===== src/hdl/dram_ctrl_pkg.sv =====
package dram_ctrl_pkg;

  // word indices of the OPB register map (byte offset bits 4:2)
  localparam logic [2:0] reg_softaddr = 3'd0;
  localparam logic [2:0] reg_phyready = 3'd1;
  localparam logic [2:0] reg_override = 3'd2;
  localparam logic [2:0] reg_arbstate = 3'd3;
  localparam logic [2:0] reg_memstate = 3'd4;

  // OPB master to slave, big-endian bit order (bit 31 is the lsb)
  typedef struct packed {
    logic [0:31] abus;
    logic [0:3]  be;       // be[3] covers dbus[24:31]
    logic [0:31] dbus;
    logic        rnw;
    logic        select;
    logic        seq_addr; // bursts not supported
  } opb_req_t;

  // OPB slave to master
  typedef struct packed {
    logic [0:31] dbus;
    logic        err_ack;
    logic        retry;
    logic        tout_sup;
    logic        xfer_ack;
  } opb_resp_t;

  // one DRAM command as issued by the arbiter
  typedef struct packed {
    logic [31:0] addr;
    logic        rnw;
    logic        src;      // 1 = cpu port
  } mem_cmd_t;

  typedef enum logic [3:0] {
    arb_idle       = 4'd0,
    arb_grant_user = 4'd1,
    arb_grant_cpu  = 4'd2,
    arb_busy       = 4'd3
  } arb_state_e;

  // cpu port view, reported through reg_memstate
  typedef enum logic [3:0] {
    port_idle    = 4'd0,
    port_pending = 4'd1,
    port_active  = 4'd2
  } port_state_e;

  typedef enum logic [3:0] {
    seq_init = 4'd0,
    seq_idle = 4'd1,
    seq_act  = 4'd2,
    seq_rw   = 4'd3,
    seq_pre  = 4'd4
  } seq_state_e;

endpackage


===== src/hdl/ctrl_opb_attach.sv =====
`timescale 1ns/1ns

module ctrl_opb_attach #(
  parameter logic [31:0] c_baseaddr = 32'h0000_0000,
  parameter logic [31:0] c_highaddr = 32'h0000_0020
) (
  input  logic                       OPB_Clk,
  input  logic                       rst_n,
  input  dram_ctrl_pkg::opb_req_t    opb_in,
  output dram_ctrl_pkg::opb_resp_t   opb_out,

  output logic [15:0]                software_address_bits,
  output logic                       cpu_override_en,
  output logic                       cpu_override_sel,
  input  dram_ctrl_pkg::seq_state_e  mem_dram_state,
  input  dram_ctrl_pkg::port_state_e mem_opb_state,
  input  logic [7:0]                 max_clks,
  input  dram_ctrl_pkg::arb_state_e  arbiter_state,
  input  logic                       arbiter_conflict,
  input  logic                       phy_ready
);
  import dram_ctrl_pkg::*;

  logic [31:0] abus;
  logic [31:0] offset;
  logic        opb_sel;
  logic        chip_select;
  logic [2:0]  word_idx;
  logic        known_reg;
  logic        access;
  logic        xfer_ack_q;
  logic        err_ack_q;
  logic [0:31] rd_data;
  logic [0:31] dbus_q;
  logic [15:0] soft_addr_q;
  logic        ov_en_q;
  logic        ov_sel_q;

  assign abus    = opb_in.abus;   // same value, little-endian indexing
  assign offset  = abus - c_baseaddr;
  assign opb_sel = opb_in.select && (abus >= c_baseaddr) && (abus < c_highaddr);

  // second edge of a transfer, once per select
  assign access    = opb_sel && chip_select && !xfer_ack_q && !err_ack_q;
  assign known_reg = (word_idx <= reg_memstate);

  // word index captured on the first edge, address is held by the master
  always_ff @(posedge OPB_Clk) begin
    if (opb_sel) begin
      word_idx <= offset[4:2];
    end
  end

  always_comb begin
    case (word_idx)
      reg_softaddr: rd_data = {16'h0, soft_addr_q};
      reg_phyready: rd_data = {31'h0, phy_ready};
      reg_override: rd_data = {24'h0, ov_sel_q, 6'h0, ov_en_q};
      reg_arbstate: rd_data = {24'h0, arbiter_conflict, 3'h0, arbiter_state};
      reg_memstate: rd_data = {16'h0, max_clks, mem_opb_state, mem_dram_state};
      default:      rd_data = 32'h0;    // unmapped words read zero
    endcase
  end

  always_ff @(posedge OPB_Clk or negedge rst_n) begin
    if (!rst_n) begin
      chip_select <= 1'b0;
      xfer_ack_q  <= 1'b0;
      err_ack_q   <= 1'b0;
      dbus_q      <= 32'h0;
      soft_addr_q <= 16'h0;
      ov_en_q     <= 1'b0;
      ov_sel_q    <= 1'b0;
    end else begin
      xfer_ack_q  <= 1'b0;              // acks are single-cycle pulses
      err_ack_q   <= 1'b0;
      dbus_q      <= 32'h0;             // bus idles at zero
      chip_select <= opb_sel && !xfer_ack_q && !err_ack_q;
      if (access) begin
        xfer_ack_q <= known_reg;
        err_ack_q  <= !known_reg;
        if (opb_in.rnw) begin
          dbus_q <= rd_data;
        end else begin
          case (word_idx)
            reg_softaddr: begin
              if (opb_in.be[3]) begin
                soft_addr_q[7:0] <= opb_in.dbus[24:31];
              end
              if (opb_in.be[2]) begin
                soft_addr_q[15:8] <= opb_in.dbus[16:23];
              end
            end
            reg_override: begin
              if (opb_in.be[3]) begin
                ov_en_q  <= opb_in.dbus[31];
                ov_sel_q <= opb_in.dbus[24];
              end
            end
            default: begin
              // status words ignore writes
            end
          endcase
        end
      end
    end
  end

  assign opb_out.dbus     = dbus_q;
  assign opb_out.err_ack  = err_ack_q;
  assign opb_out.retry    = 1'b0;
  assign opb_out.tout_sup = 1'b0;
  assign opb_out.xfer_ack = xfer_ack_q;

  assign software_address_bits = soft_addr_q;
  assign cpu_override_en       = ov_en_q;
  assign cpu_override_sel      = ov_sel_q;    // 1 forces cpu, 0 forces user

endmodule


===== src/hdl/dram_arbiter.sv =====
`timescale 1ns/1ns

module dram_arbiter (
  input  logic                       OPB_Clk,
  input  logic                       rst_n,
  input  logic [15:0]                software_address_bits,
  input  logic                       cpu_override_en,
  input  logic                       cpu_override_sel,
  input  logic                       cpu_req,
  input  logic                       cpu_rnw,
  input  logic [15:0]                cpu_offset,
  input  logic                       user_req,
  input  logic                       user_rnw,
  input  logic [31:0]                user_addr,
  input  logic                       seq_ready,
  input  logic                       seq_done,
  output logic                       cpu_grant,
  output logic                       cpu_done,
  output logic                       user_grant,
  output logic                       user_done,
  output logic                       cmd_valid,
  output dram_ctrl_pkg::mem_cmd_t    cmd,
  output dram_ctrl_pkg::arb_state_e  arbiter_state,
  output logic                       arbiter_conflict,
  output dram_ctrl_pkg::port_state_e mem_opb_state,
  output logic [7:0]                 max_clks
);
  import dram_ctrl_pkg::*;

  localparam int port_user = 0;
  localparam int port_cpu  = 1;

  arb_state_e state;
  logic       owner_cpu;
  logic       prefer_cpu;
  logic [1:0] req_vec;
  logic [1:0] elig;
  logic [1:0] owns;
  logic       contested;
  logic       issue;
  logic       pick_cpu;
  logic [7:0] wait_cnt [2];
  logic [7:0] win_wait;

  function automatic logic [7:0] sat_inc(input logic [7:0] v);
    return (v == 8'hff) ? v : v + 8'd1;
  endfunction

  assign req_vec = {cpu_req, user_req};

  // override narrows eligibility to one port
  assign elig[port_cpu]  = cpu_req && (!cpu_override_en || cpu_override_sel);
  assign elig[port_user] = user_req && (!cpu_override_en || !cpu_override_sel);
  assign contested       = &elig;
  assign issue           = (state == arb_idle) && seq_ready && (|elig);
  assign pick_cpu        = contested ? prefer_cpu : elig[port_cpu];

  assign owns[port_cpu]  = (state != arb_idle) && owner_cpu;
  assign owns[port_user] = (state != arb_idle) && !owner_cpu;

  always_ff @(posedge OPB_Clk or negedge rst_n) begin
    if (!rst_n) begin
      state      <= arb_idle;
      owner_cpu  <= 1'b0;
      prefer_cpu <= 1'b0;                 // first contest goes to user
    end else begin
      case (state)
        arb_idle: begin
          if (issue) begin
            state     <= pick_cpu ? arb_grant_cpu : arb_grant_user;
            owner_cpu <= pick_cpu;
            if (contested) begin
              prefer_cpu <= !pick_cpu;      // alternate on contention only
            end
          end
        end
        arb_grant_user, arb_grant_cpu: state <= arb_busy;
        arb_busy: begin
          if (seq_done) begin
            state <= arb_idle;
          end
        end
        default: state <= arb_idle;
      endcase
    end
  end

  always_ff @(posedge OPB_Clk) begin
    if (issue) begin
      cmd.addr <= pick_cpu ? {software_address_bits, cpu_offset} : user_addr;
      cmd.rnw  <= pick_cpu ? cpu_rnw : user_rnw;
      cmd.src  <= pick_cpu;
    end
  end

  // wait counters per port, cleared once the port owns the sequencer
  assign win_wait = sat_inc(wait_cnt[pick_cpu]);

  always_ff @(posedge OPB_Clk or negedge rst_n) begin
    if (!rst_n) begin
      wait_cnt[port_user] <= 8'h0;
      wait_cnt[port_cpu]  <= 8'h0;
      max_clks            <= 8'h0;
    end else begin
      for (int p = 0; p < 2; p++) begin
        if (!req_vec[p] || owns[p]) begin
          wait_cnt[p] <= 8'h0;
        end else begin
          wait_cnt[p] <= sat_inc(wait_cnt[p]);
        end
      end
      if (issue && (win_wait > max_clks)) begin
        max_clks <= win_wait;               // counts the grant cycle too
      end
    end
  end

  always_comb begin
    if (owns[port_cpu]) begin
      mem_opb_state = port_active;
    end else if (cpu_req) begin
      mem_opb_state = port_pending;
    end else begin
      mem_opb_state = port_idle;
    end
  end

  assign cpu_grant        = (state == arb_grant_cpu);
  assign user_grant       = (state == arb_grant_user);
  assign cmd_valid        = cpu_grant || user_grant;
  assign cpu_done         = seq_done && owns[port_cpu];
  assign user_done        = seq_done && owns[port_user];
  assign arbiter_state    = state;
  assign arbiter_conflict = &(req_vec & ~owns);   // both still waiting

endmodule


===== src/hdl/dram_cmd_seq.sv =====
`timescale 1ns/1ns

module dram_cmd_seq #(
  parameter int init_cycles = 20,
  parameter int t_rcd       = 3,
  parameter int t_rp        = 2
) (
  input  logic                      OPB_Clk,
  input  logic                      rst_n,
  input  logic                      cmd_valid,
  input  dram_ctrl_pkg::mem_cmd_t   cmd,
  output logic                      seq_ready,
  output logic                      seq_done,
  output logic                      phy_ready,
  output dram_ctrl_pkg::seq_state_e mem_dram_state
);
  import dram_ctrl_pkg::*;

  localparam int init_w  = $clog2(init_cycles + 1);
  localparam int phase_w = $clog2(((t_rcd > t_rp) ? t_rcd : t_rp) + 1);

  seq_state_e          state;
  logic [init_w-1:0]   init_cnt;
  logic [phase_w-1:0]  phase_cnt;

  always_ff @(posedge OPB_Clk or negedge rst_n) begin
    if (!rst_n) begin
      state     <= seq_init;
      init_cnt  <= '0;
      phase_cnt <= '0;
      phy_ready <= 1'b0;
      seq_done  <= 1'b0;
    end else begin
      seq_done <= 1'b0;
      case (state)
        seq_init: begin
          if (init_cnt == init_w'(init_cycles - 1)) begin
            state     <= seq_idle;
            phy_ready <= 1'b1;
          end else begin
            init_cnt <= init_cnt + 1'b1;
          end
        end
        seq_idle: begin
          if (cmd_valid) begin
            state     <= seq_act;
            phase_cnt <= phase_w'(t_rcd - 1);
          end
        end
        seq_act: begin
          if (phase_cnt == '0) begin
            state <= seq_rw;            // single column access cycle
          end else begin
            phase_cnt <= phase_cnt - 1'b1;
          end
        end
        seq_rw: begin
          state     <= seq_pre;
          phase_cnt <= phase_w'(t_rp - 1);
        end
        seq_pre: begin
          if (phase_cnt == '0) begin
            state    <= seq_idle;
            seq_done <= 1'b1;
          end else begin
            phase_cnt <= phase_cnt - 1'b1;
          end
        end
        default: state <= seq_idle;
      endcase
    end
  end

  // ready returns the cycle after done
  assign seq_ready      = (state == seq_idle) && !seq_done;
  assign mem_dram_state = state;

endmodule


===== src/hdl/dram_ctrl_top.sv =====
`timescale 1ns/1ns

module dram_ctrl_top #(
  parameter logic [31:0] c_baseaddr  = 32'h0000_0000,
  parameter logic [31:0] c_highaddr  = 32'h0000_0020,
  parameter int          init_cycles = 20,
  parameter int          t_rcd       = 3,
  parameter int          t_rp        = 2
) (
  input  logic                     OPB_Clk,
  input  logic                     rst_n,
  input  dram_ctrl_pkg::opb_req_t  opb_in,
  output dram_ctrl_pkg::opb_resp_t opb_out,

  input  logic                     cpu_req,
  input  logic                     cpu_rnw,
  input  logic [15:0]              cpu_offset,
  output logic                     cpu_grant,
  output logic                     cpu_done,
  input  logic                     user_req,
  input  logic                     user_rnw,
  input  logic [31:0]              user_addr,
  output logic                     user_grant,
  output logic                     user_done,

  output logic                     dram_cmd_valid,
  output dram_ctrl_pkg::mem_cmd_t  dram_cmd
);
  import dram_ctrl_pkg::*;

  logic [15:0] software_address_bits;
  logic        cpu_override_en;
  logic        cpu_override_sel;
  arb_state_e  arbiter_state;
  logic        arbiter_conflict;
  port_state_e mem_opb_state;
  seq_state_e  mem_dram_state;
  logic [7:0]  max_clks;
  logic        phy_ready;
  logic        seq_ready;
  logic        seq_done;

  ctrl_opb_attach #(
    .c_baseaddr (c_baseaddr),
    .c_highaddr (c_highaddr)
  ) u_opb_attach (
    .OPB_Clk               (OPB_Clk),
    .rst_n                 (rst_n),
    .opb_in                (opb_in),
    .opb_out               (opb_out),
    .software_address_bits (software_address_bits),
    .cpu_override_en       (cpu_override_en),
    .cpu_override_sel      (cpu_override_sel),
    .mem_dram_state        (mem_dram_state),
    .mem_opb_state         (mem_opb_state),
    .max_clks              (max_clks),
    .arbiter_state         (arbiter_state),
    .arbiter_conflict      (arbiter_conflict),
    .phy_ready             (phy_ready)
  );

  dram_arbiter u_arbiter (
    .OPB_Clk               (OPB_Clk),
    .rst_n                 (rst_n),
    .software_address_bits (software_address_bits),
    .cpu_override_en       (cpu_override_en),
    .cpu_override_sel      (cpu_override_sel),
    .cpu_req               (cpu_req),
    .cpu_rnw               (cpu_rnw),
    .cpu_offset            (cpu_offset),
    .user_req              (user_req),
    .user_rnw              (user_rnw),
    .user_addr             (user_addr),
    .seq_ready             (seq_ready),
    .seq_done              (seq_done),
    .cpu_grant             (cpu_grant),
    .cpu_done              (cpu_done),
    .user_grant            (user_grant),
    .user_done             (user_done),
    .cmd_valid             (dram_cmd_valid),   // also drives the DRAM port
    .cmd                   (dram_cmd),
    .arbiter_state         (arbiter_state),
    .arbiter_conflict      (arbiter_conflict),
    .mem_opb_state         (mem_opb_state),
    .max_clks              (max_clks)
  );

  dram_cmd_seq #(
    .init_cycles (init_cycles),
    .t_rcd       (t_rcd),
    .t_rp        (t_rp)
  ) u_cmd_seq (
    .OPB_Clk        (OPB_Clk),
    .rst_n          (rst_n),
    .cmd_valid      (dram_cmd_valid),
    .cmd            (dram_cmd),
    .seq_ready      (seq_ready),
    .seq_done       (seq_done),
    .phy_ready      (phy_ready),
    .mem_dram_state (mem_dram_state)
  );

endmodule


===== config.mk =====
export PLATFORM = sky130hd
export DESIGN_NAME = dram_ctrl_top
export DESIGN_NICKNAME = d
export VERILOG_FILES = /design/src/hdl/dram_ctrl_pkg.sv /design/src/hdl/ctrl_opb_attach.sv /design/src/hdl/dram_arbiter.sv /design/src/hdl/dram_cmd_seq.sv /design/src/hdl/dram_ctrl_top.sv
export SDC_FILE = /design/constraint.sdc
export NUM_CORES = 1
export LEC_CHECK = 0
export BUFFER_PORTS_ARGS = -buffer_cell sky130_fd_sc_hd__buf_2
export CORE_MARGIN = 1.5
export CORE_UTILIZATION = 30
export CTS_CLUSTER_DIAMETER = 100
export DETAILED_ROUTE_END_ITERATION = 6
export HOLD_SLACK_MARGIN = 0.15
export PLACE_DENSITY = 0.5
export SYNTH_ARGS = -nofsm -noshare
export SYNTH_HDL_FRONTEND = slang
export SYNTH_HIERARCHICAL = 1
export SYNTH_SLANG_ARGS = --single-unit

===== constraint.sdc =====
create_clock -name OPB_Clk -period 5.3 [get_ports OPB_Clk]
set_clock_uncertainty 0.05 [all_clocks]
set_input_delay 0.53 -clock OPB_Clk [delete_from_list [all_inputs] [get_ports OPB_Clk]]
set_output_delay 0.53 -clock OPB_Clk [all_outputs]
set_load 0.01 [all_outputs]

==> results.md, run 1 <==
* Worst EP required at 5.53 ns
* Drt wl/cell at 14.2 µm
* Worst hold path class: input port to register
* WL met2 at 6740 µm
* Peak supply drop at 180 µV
* Vias in the first global route at 4,533
* H-tree depth at 4
* First drt pass iteration count at 4
* CP cell instances: or3b_4 > nand3_4 > mux2_2 > ha_1 > inv_1 > a311o_1 > o21ai_2 > mux2i_1 > ha_1 > and3_1 > a2111oi_2 > nor2_2 > mux2_2
* Synth Area per Inst at 10.3 µm²
* 1st-iter DRT viols at 215
* RSZ-0062 raised after global routing: no
* Synth Cell Area at 6250 µm²
* Final Wtd Congestion at 0.793
* Yosys cell types at 66
* Max_cap viols at 0
* Post-route cell area at 7710 µm²
* Layout cells sized above 1 at 0.316
* Core ar. at 20,400 µm²
* Post-Syn Instances at 605
* Post-synth EDFFs at 37
* FF-to-FF setup slack at 1.14 ns
* Share of the synthesized area in the top cell type at 0.308
* Leakage at 3.68 nW
* ANT nets after route at 0
* Initial antenna violation count at 0
* Worst endpoint data arrival time at 4.39 ns
* Most frequent cells in the layout: buf_2, nand2_1, dfrtp_1
* Crit Path Class: register to register
* Initial Utilization at 0.307
* Sequential area share after synthesis at 0.486
* P&R area growth vs syn at 23.3%
* Hold path cells at 1
* Synth Register Bits at 114
* DR vias/cell at 4.60
* CTS Buffer Depth at 2
* CTS tree: built
* Main synth FF type: dfrtp_1
* GRT Total Usage at 0.141
* Status: finished, final reports clean
* Fin. max-slew vios at 0
* Worst-path clk slew at 0.05 ns
* Critical-path top delay cell: a2111oi_2
* Hold EP: u_opb_attach/word_idx[2]
* Grt ovf at 0
* Post-DP HPWL at 11,000 µm
* Max_slew headroom at 0.378
* CP Launch Type: register
* Minimum clock period at 4.16 ns
* Power per cell area at 380 nW/µm²
* WHS at 0.251 ns
* Ys Warns at 6
* Die H at 147 µm
* CP endpoint kind: register
* Post_cts resized at 0
* Die ar. at 21,700 µm²
* # fillers at 2,102
* Hold_sp: opb_in[43]
* Yosys top cell by area: dfrtp_1
* FP Rows at 52
* Clk Latency, worst-skew pair at 0.40 ns
* Largest net degree at the start of global routing at 72
* Reg2Reg Depth at 13
* Die span in x at 147 µm
* Routed WL at 14,900 µm
* Slew of the pin with the lowest slew margin at 0.933 ns
* Top cells by area, synth: dfrtp_1, edfxtp_1, nand2_1
* Io pins at 200
* Setup TNS at 0 ns
* Clk sinks at 114
* Via count at 4,808
* Port bufs at 160
* Final Hold Vio Count at 0
* Commonest non-fill, non-tap cell in the layout: buf_2
* DP Area at 7180 µm²
* Reg-to-Reg End: u_arbiter/max_clks[6]
* First-pass GRT wire length at 24,000 µm
* CTS Buf Count at 17
* Crit. Startpoint: u_opb_attach/cpu_override_en
* Ys async rst share at 0.675
* Crit-path max cell delay at 0.53 ns
* Met1 WL at 6970 µm
* Pre-CTS WS at 0.934 ns
* Crit path max fanout at 8
* Fin crit share at 0.785
* Final nets at 905
* Routed wl met3 at 978 µm
* Max frequency at 0.240 GHz
* DRC at 0
* Reg2reg start: u_opb_attach/cpu_override_en
* Max Used Layer: met4
* # setup viols final at 0
* Clock root cell: clkbuf_16
* PnR worst setup slack at 1.14 ns
[report_power, final]
group / internal (mW) / total [mW] / switching (mW)
combinational: 0.323 / 0.759 / 0.436
sequential: 1.04 / 1.16 / 0.118
clock: 0.632 / 1.01 / 0.379
[cells in the mapped netlist, drive strengths merged (6+ instances only)]
cell type / n
a211oi: 6
a21oi: 19
and3: 9
buf: 39
clkbuf: 9
dfrtp: 77
edfxtp: 37
ha: 18
inv: 26
mux2: 30
mux2i: 26
nand2: 122
nand2b: 7
nand3: 14
nand4: 14
nor2: 45
nor2b: 7
nor3: 14
nor4: 14
o21ai: 13
xnor2: 8
[logic make-up (layout without fill, tap and decap cells)]
group / after synthesis / count (layout) / share of synthesized area
mux: 58 / 58 / 0.104
xor+xnor: 11 / 11 / 0.0154
buf+inv: 74 / 224 / 0.0684
flops: 114 / 114 / 0.486
other cells: 3 / 24 / 0.00180
compound gates: 62 / 62 / 0.0674
fa+ha+maj: 18 / 18 / 0.0360
simple gates: 265 / 265 / 0.221
[stage by stage]
stage | power [mW] | utilization | instances
after floorplan | 1.72 | - | 625
after global placement | 1.95 | 0.353 | 1012
after detailed placement | 1.95 | 0.353 | 1012
after CTS | 2.98 | 0.379 | 1045
after global routing | 3.12 | 0.379 | 1045
final | 2.93 | 0.379 | 1046
[routing by layer]
metal,vias to the layer above,global-route usage
met3,12,0.0466
met5,-,0
met1,2271,0.182
li1,2391,-
met2,134,0.225
met4,0,0.0435
[how the worst max path moves through the flow]
stage / end
4_1_cts: u_arbiter/max_clks[2]
2_1_floorplan: u_arbiter/max_clks[2]
5_1_grt: u_arbiter/max_clks[5]
3_3_place_gp: u_arbiter/max_clks[2]
3_5_place_dp: u_arbiter/max_clks[2]
6_report: u_arbiter/max_clks[6]
[sequential cells by signal, summed over array words and instances, names as in the netlist, 2 cells and up]
register / cells
u_arbiter/cmd: 34
u_arbiter/wait_cnt: 16
u_opb_attach/dbus_q: 16
u_opb_attach/software_address_bits: 16
u_arbiter/max_clks: 8
u_cmd_seq/init_cnt: 5
u_cmd_seq/mem_dram_state: 3
u_opb_attach/word_idx: 3
u_arbiter/arbiter_state: 2
u_cmd_seq/phase_cnt: 2
[cell type report]
class | instances | area, µm² | share of cell area
antenna | 1 | 2.50 | 0.000324
tap | 270 | 338 | 0.0438
sequential | 114 | 3040 | 0.394
inverter | 26 | 97.6 | 0.0127
clock buffer | 22 | 444 | 0.0576
multi-input combinational | 437 | 2870 | 0.372
timing repair buffer | 166 | 851 | 0.110
clock inverter | 10 | 71.3 | 0.00925
[critical path: cells and delay by family (launching register included)]
family	cells	cell delay, ns
fa+ha+maj	2	0.60
simple gates	4	0.97
flops	1	0.47
compound gates	3	0.80
mux	3	0.99
buf+inv	1	0.18
[timing repair]
item / in CTS / in global routing
hold buffers: 1 / 0
buffers inserted: 0 / 0
hold endpoints to repair: 6 / 0
Power figures use the tool's default switching activity.
==> run 2, diff against run 1 <==
Settings changed: ABC_AREA from default to 1, PLACE_DENSITY 0.5 to 0.52.
Clock period 5.3 ns to 3.5 ns, I/O delays scaled along.
==> results.md, run 2 <==
* Yosys cell types at 49
* 1st-iter DRT viols at 242
* Critical path depth at 19
* Cell family with most CP delay: simple AND/OR/NAND/NOR gates
* Ys async rst share at 0.675
* Slew of the pin with the lowest slew margin at 1.01 ns
* Power per cell area at 556 nW/µm²
* Layout cells sized above 1 at 0.261
* Most flop-heavy register: u_arbiter/cmd
* CTS Buf Count at 17
* Buf/Inv on CP at 2
* Part of the power in registers at 0.375
* DR vias/cell at 4.39
* Core ar. at 20,900 µm²
* CP Launch Type: register
* Post-synth EDFFs at 37
* First-pass GRT wire length at 26,200 µm
* Peak supply drop at 192 µV
* Die span in x at 149 µm
* Largest net degree at the start of global routing at 78
* RSZ-0062 raised after global routing: no
* Status: finished, final reports clean
* Final Wtd Congestion at 0.773
* Fin crit share at 0.924
* Post-CTS Setup Bufs at 0
* Comb pwr share at 0.268
* Most frequent cells after synthesis: nand2_1, dfrtp_1, inv_1
* Register area at 3040 µm²
* Pint at 3.08 mW
* Drt wl/cell at 13.2 µm
* Worst EP required at 3.80 ns
* Die ar. at 22,100 µm²
* Crit Path Class: register to register
* # setup viols final at 0
* Commonest non-fill, non-tap cell in the layout: nand2_1
* Most frequent cells in the layout: nand2_1, buf_2, dfrtp_1
* CP cell instances: inv_1 > a21oi_4 > nand2_4 > nand2_1 > nand2_1 > ha_1 > nand2_4 > nor2_8 > nand3_4 > nand2_1 > and2_1 > ha_1 > a21oi_1 > o21ai_0 > nand2_1 > a21oi_1 > buf_4 > nand3_1 > nand2_1
* Cell mode on critical path: nand2_1
* Max reg flops at 34
* Die H at 149 µm
* ANT nets after route at 0
* Initial antenna violation count at 0
* Worst-path clk slew at 0.05 ns
* DRC at 0
* Top cells by area, synth: dfrtp_1, edfxtp_1, nand2_1
* Critical-path top delay cell: dfrtp_1
* Max_cap viols at 0
* Post-Place Cells at 1,165
* Post-Syn Instances at 745
* Setup TNS at 0 ns
* Leakage at 4.07 nW
* Share of the synthesized area in the top cell type at 0.303
* Max_slew headroom at 0.325
* Clock Power Share at 0.357
* Top-count cell post-synth: nand2_1
* Fin. max-slew vios at 0
* Synth Register Bits at 114
* Io pins at 200
* H-tree depth at 4
* Total net switching power at 1.49 mW
* PnR worst setup slack at 0.267 ns
* Clock root cell: clkbuf_16
* # fillers at 2,172
* Clk Latency, worst-skew pair at 0.42 ns
* Sequential area share after synthesis at 0.477
* Reg2Reg Depth at 19
* First drt pass iteration count at 4
* FP Rows at 53
* Hold path cells at 3
* Worst hold path class: input port to register
* Yosys top cell by area: dfrtp_1
* Hold buffer count at cts at 33
* Max frequency at 0.309 GHz
* Final nets at 1,085
* FF-to-FF setup slack at 0.27 ns
* Worst endpoint data arrival time at 3.53 ns
* Vias in the first global route at 5,186
* Non-filler cells, final at 1,230
* Inserted Diodes at 0
* Via count at 5,397
* Post_cts resized at 0
* CTS tree: built
* Port bufs at 160
* P&R area growth vs syn at 29.3%
* CTS Buffer Depth at 2
* Crit path max fanout at 12
* Switching Share at 0.327
* Initial Utilization at 0.305
* Ys Warns at 6
* Crit-path max cell delay at 0.42 ns
* Final Hold Vio Count at 0
* Synth Cell Area at 6360 µm²
* Pre-CTS WS at 0.319 ns
* Synth Area per Inst at 8.54 µm²
* Main synth FF type: dfrtp_1
* Clk sinks at 114
* Fin util at 0.394
* CP endpoint kind: register
* GRT Total Usage at 0.152
* Post-DP HPWL at 11,900 µm
* Minimum clock period at 3.23 ns
* Area of the multi-input gates at 2810 µm²
* Routed WL at 16,200 µm
* Grt ovf at 0
run 2: cell types whose count changed in the layout (fill, tap and decap cells not counted), moves of 10 or more:
cell           delta
inv_1            +49
dlygate4sd3_1    +32
mux2_2           -26
mux2i_1          -26
o21bai_1         +17
nand3_1          +41
nand2_2          +10
nand2_1         +114
run 2: worst paths after layout:
path                                                     from                  endpoint
worst max-delay path            u_opb_attach/cpu_override_sel     u_arbiter/max_clks[0]
worst min-delay path                            cpu_offset[2]          u_arbiter/cmd[4]
worst max register to register  u_opb_attach/cpu_override_sel     u_arbiter/max_clks[0]
worst min register to register        u_opb_attach/xfer_ack_q  u_opb_attach/chip_select
max in group asynchronous                               rst_n    u_arbiter/wait_cnt[11]
min in group asynchronous                               rst_n     u_arbiter/max_clks[7]
run 2: worst min-delay path, stage by stage:
cell and delay, ns:
buf_2 0.07, nand2_1 0.04, nand2_1 0.05
run 2: cells by family (layout without fill, tap and decap cells):
kind of cell	count (synthesis)	in the layout	share of synthesized area
and+or+nand+nor	399	399	0.296
buffers and inverters	122	312	0.0924
DFF	114	114	0.477
AOI/OAI and AO/OA	82	82	0.0871
adders and majority gates	18	18	0.0354
xor gates and xnor gates	7	7	0.00964
other	3	23	0.00177
run 2: area by class of cell:
| cell class | instances | share of cell area |
|---|---|---|
| Clock buffer | 21 | 0.0535 |
| Clock inverter | 11 | 0.0138 |
| Inverter | 82 | 0.0374 |
| Multi-Input combinational cell | 529 | 0.342 |
| Sequential cell | 114 | 0.369 |
| Tap cell | 275 | 0.0418 |
| Timing Repair Buffer | 198 | 0.142 |
run 2: metrics by stage:
step / area [µm²] / power, mW / hold WS (ns)
after floorplan: 6440 / 2.57 / 0.00441
after global routing: 8230 / 4.87 / 0.158
after CTS: 8230 / 4.64 / 0.150
final: 8230 / 4.58 / 0.162
after global placement: 7340 / 2.94 / 0.406
after detailed placement: 7340 / 2.95 / 0.410
run 2: power groups by stage:
stage / Combinational (mW) / Clock, mW / Sequential, mW
after floorplan: 0.824 / 0 / 1.75
after global placement: 1.20 / 0 / 1.73
after detailed placement: 1.21 / 0 / 1.74
after CTS: 1.24 / 1.68 / 1.72
after global routing: 1.40 / 1.73 / 1.74
final: 1.23 / 1.64 / 1.72
run 2: metal layers:
layer,routed length (µm),global-route usage,part of all wire
met3,985,0.0399,0.061
met5,0,0,0
met4,157,0.0426,0.0097
met1,7720,0.198,0.48
met2,7330,0.248,0.45
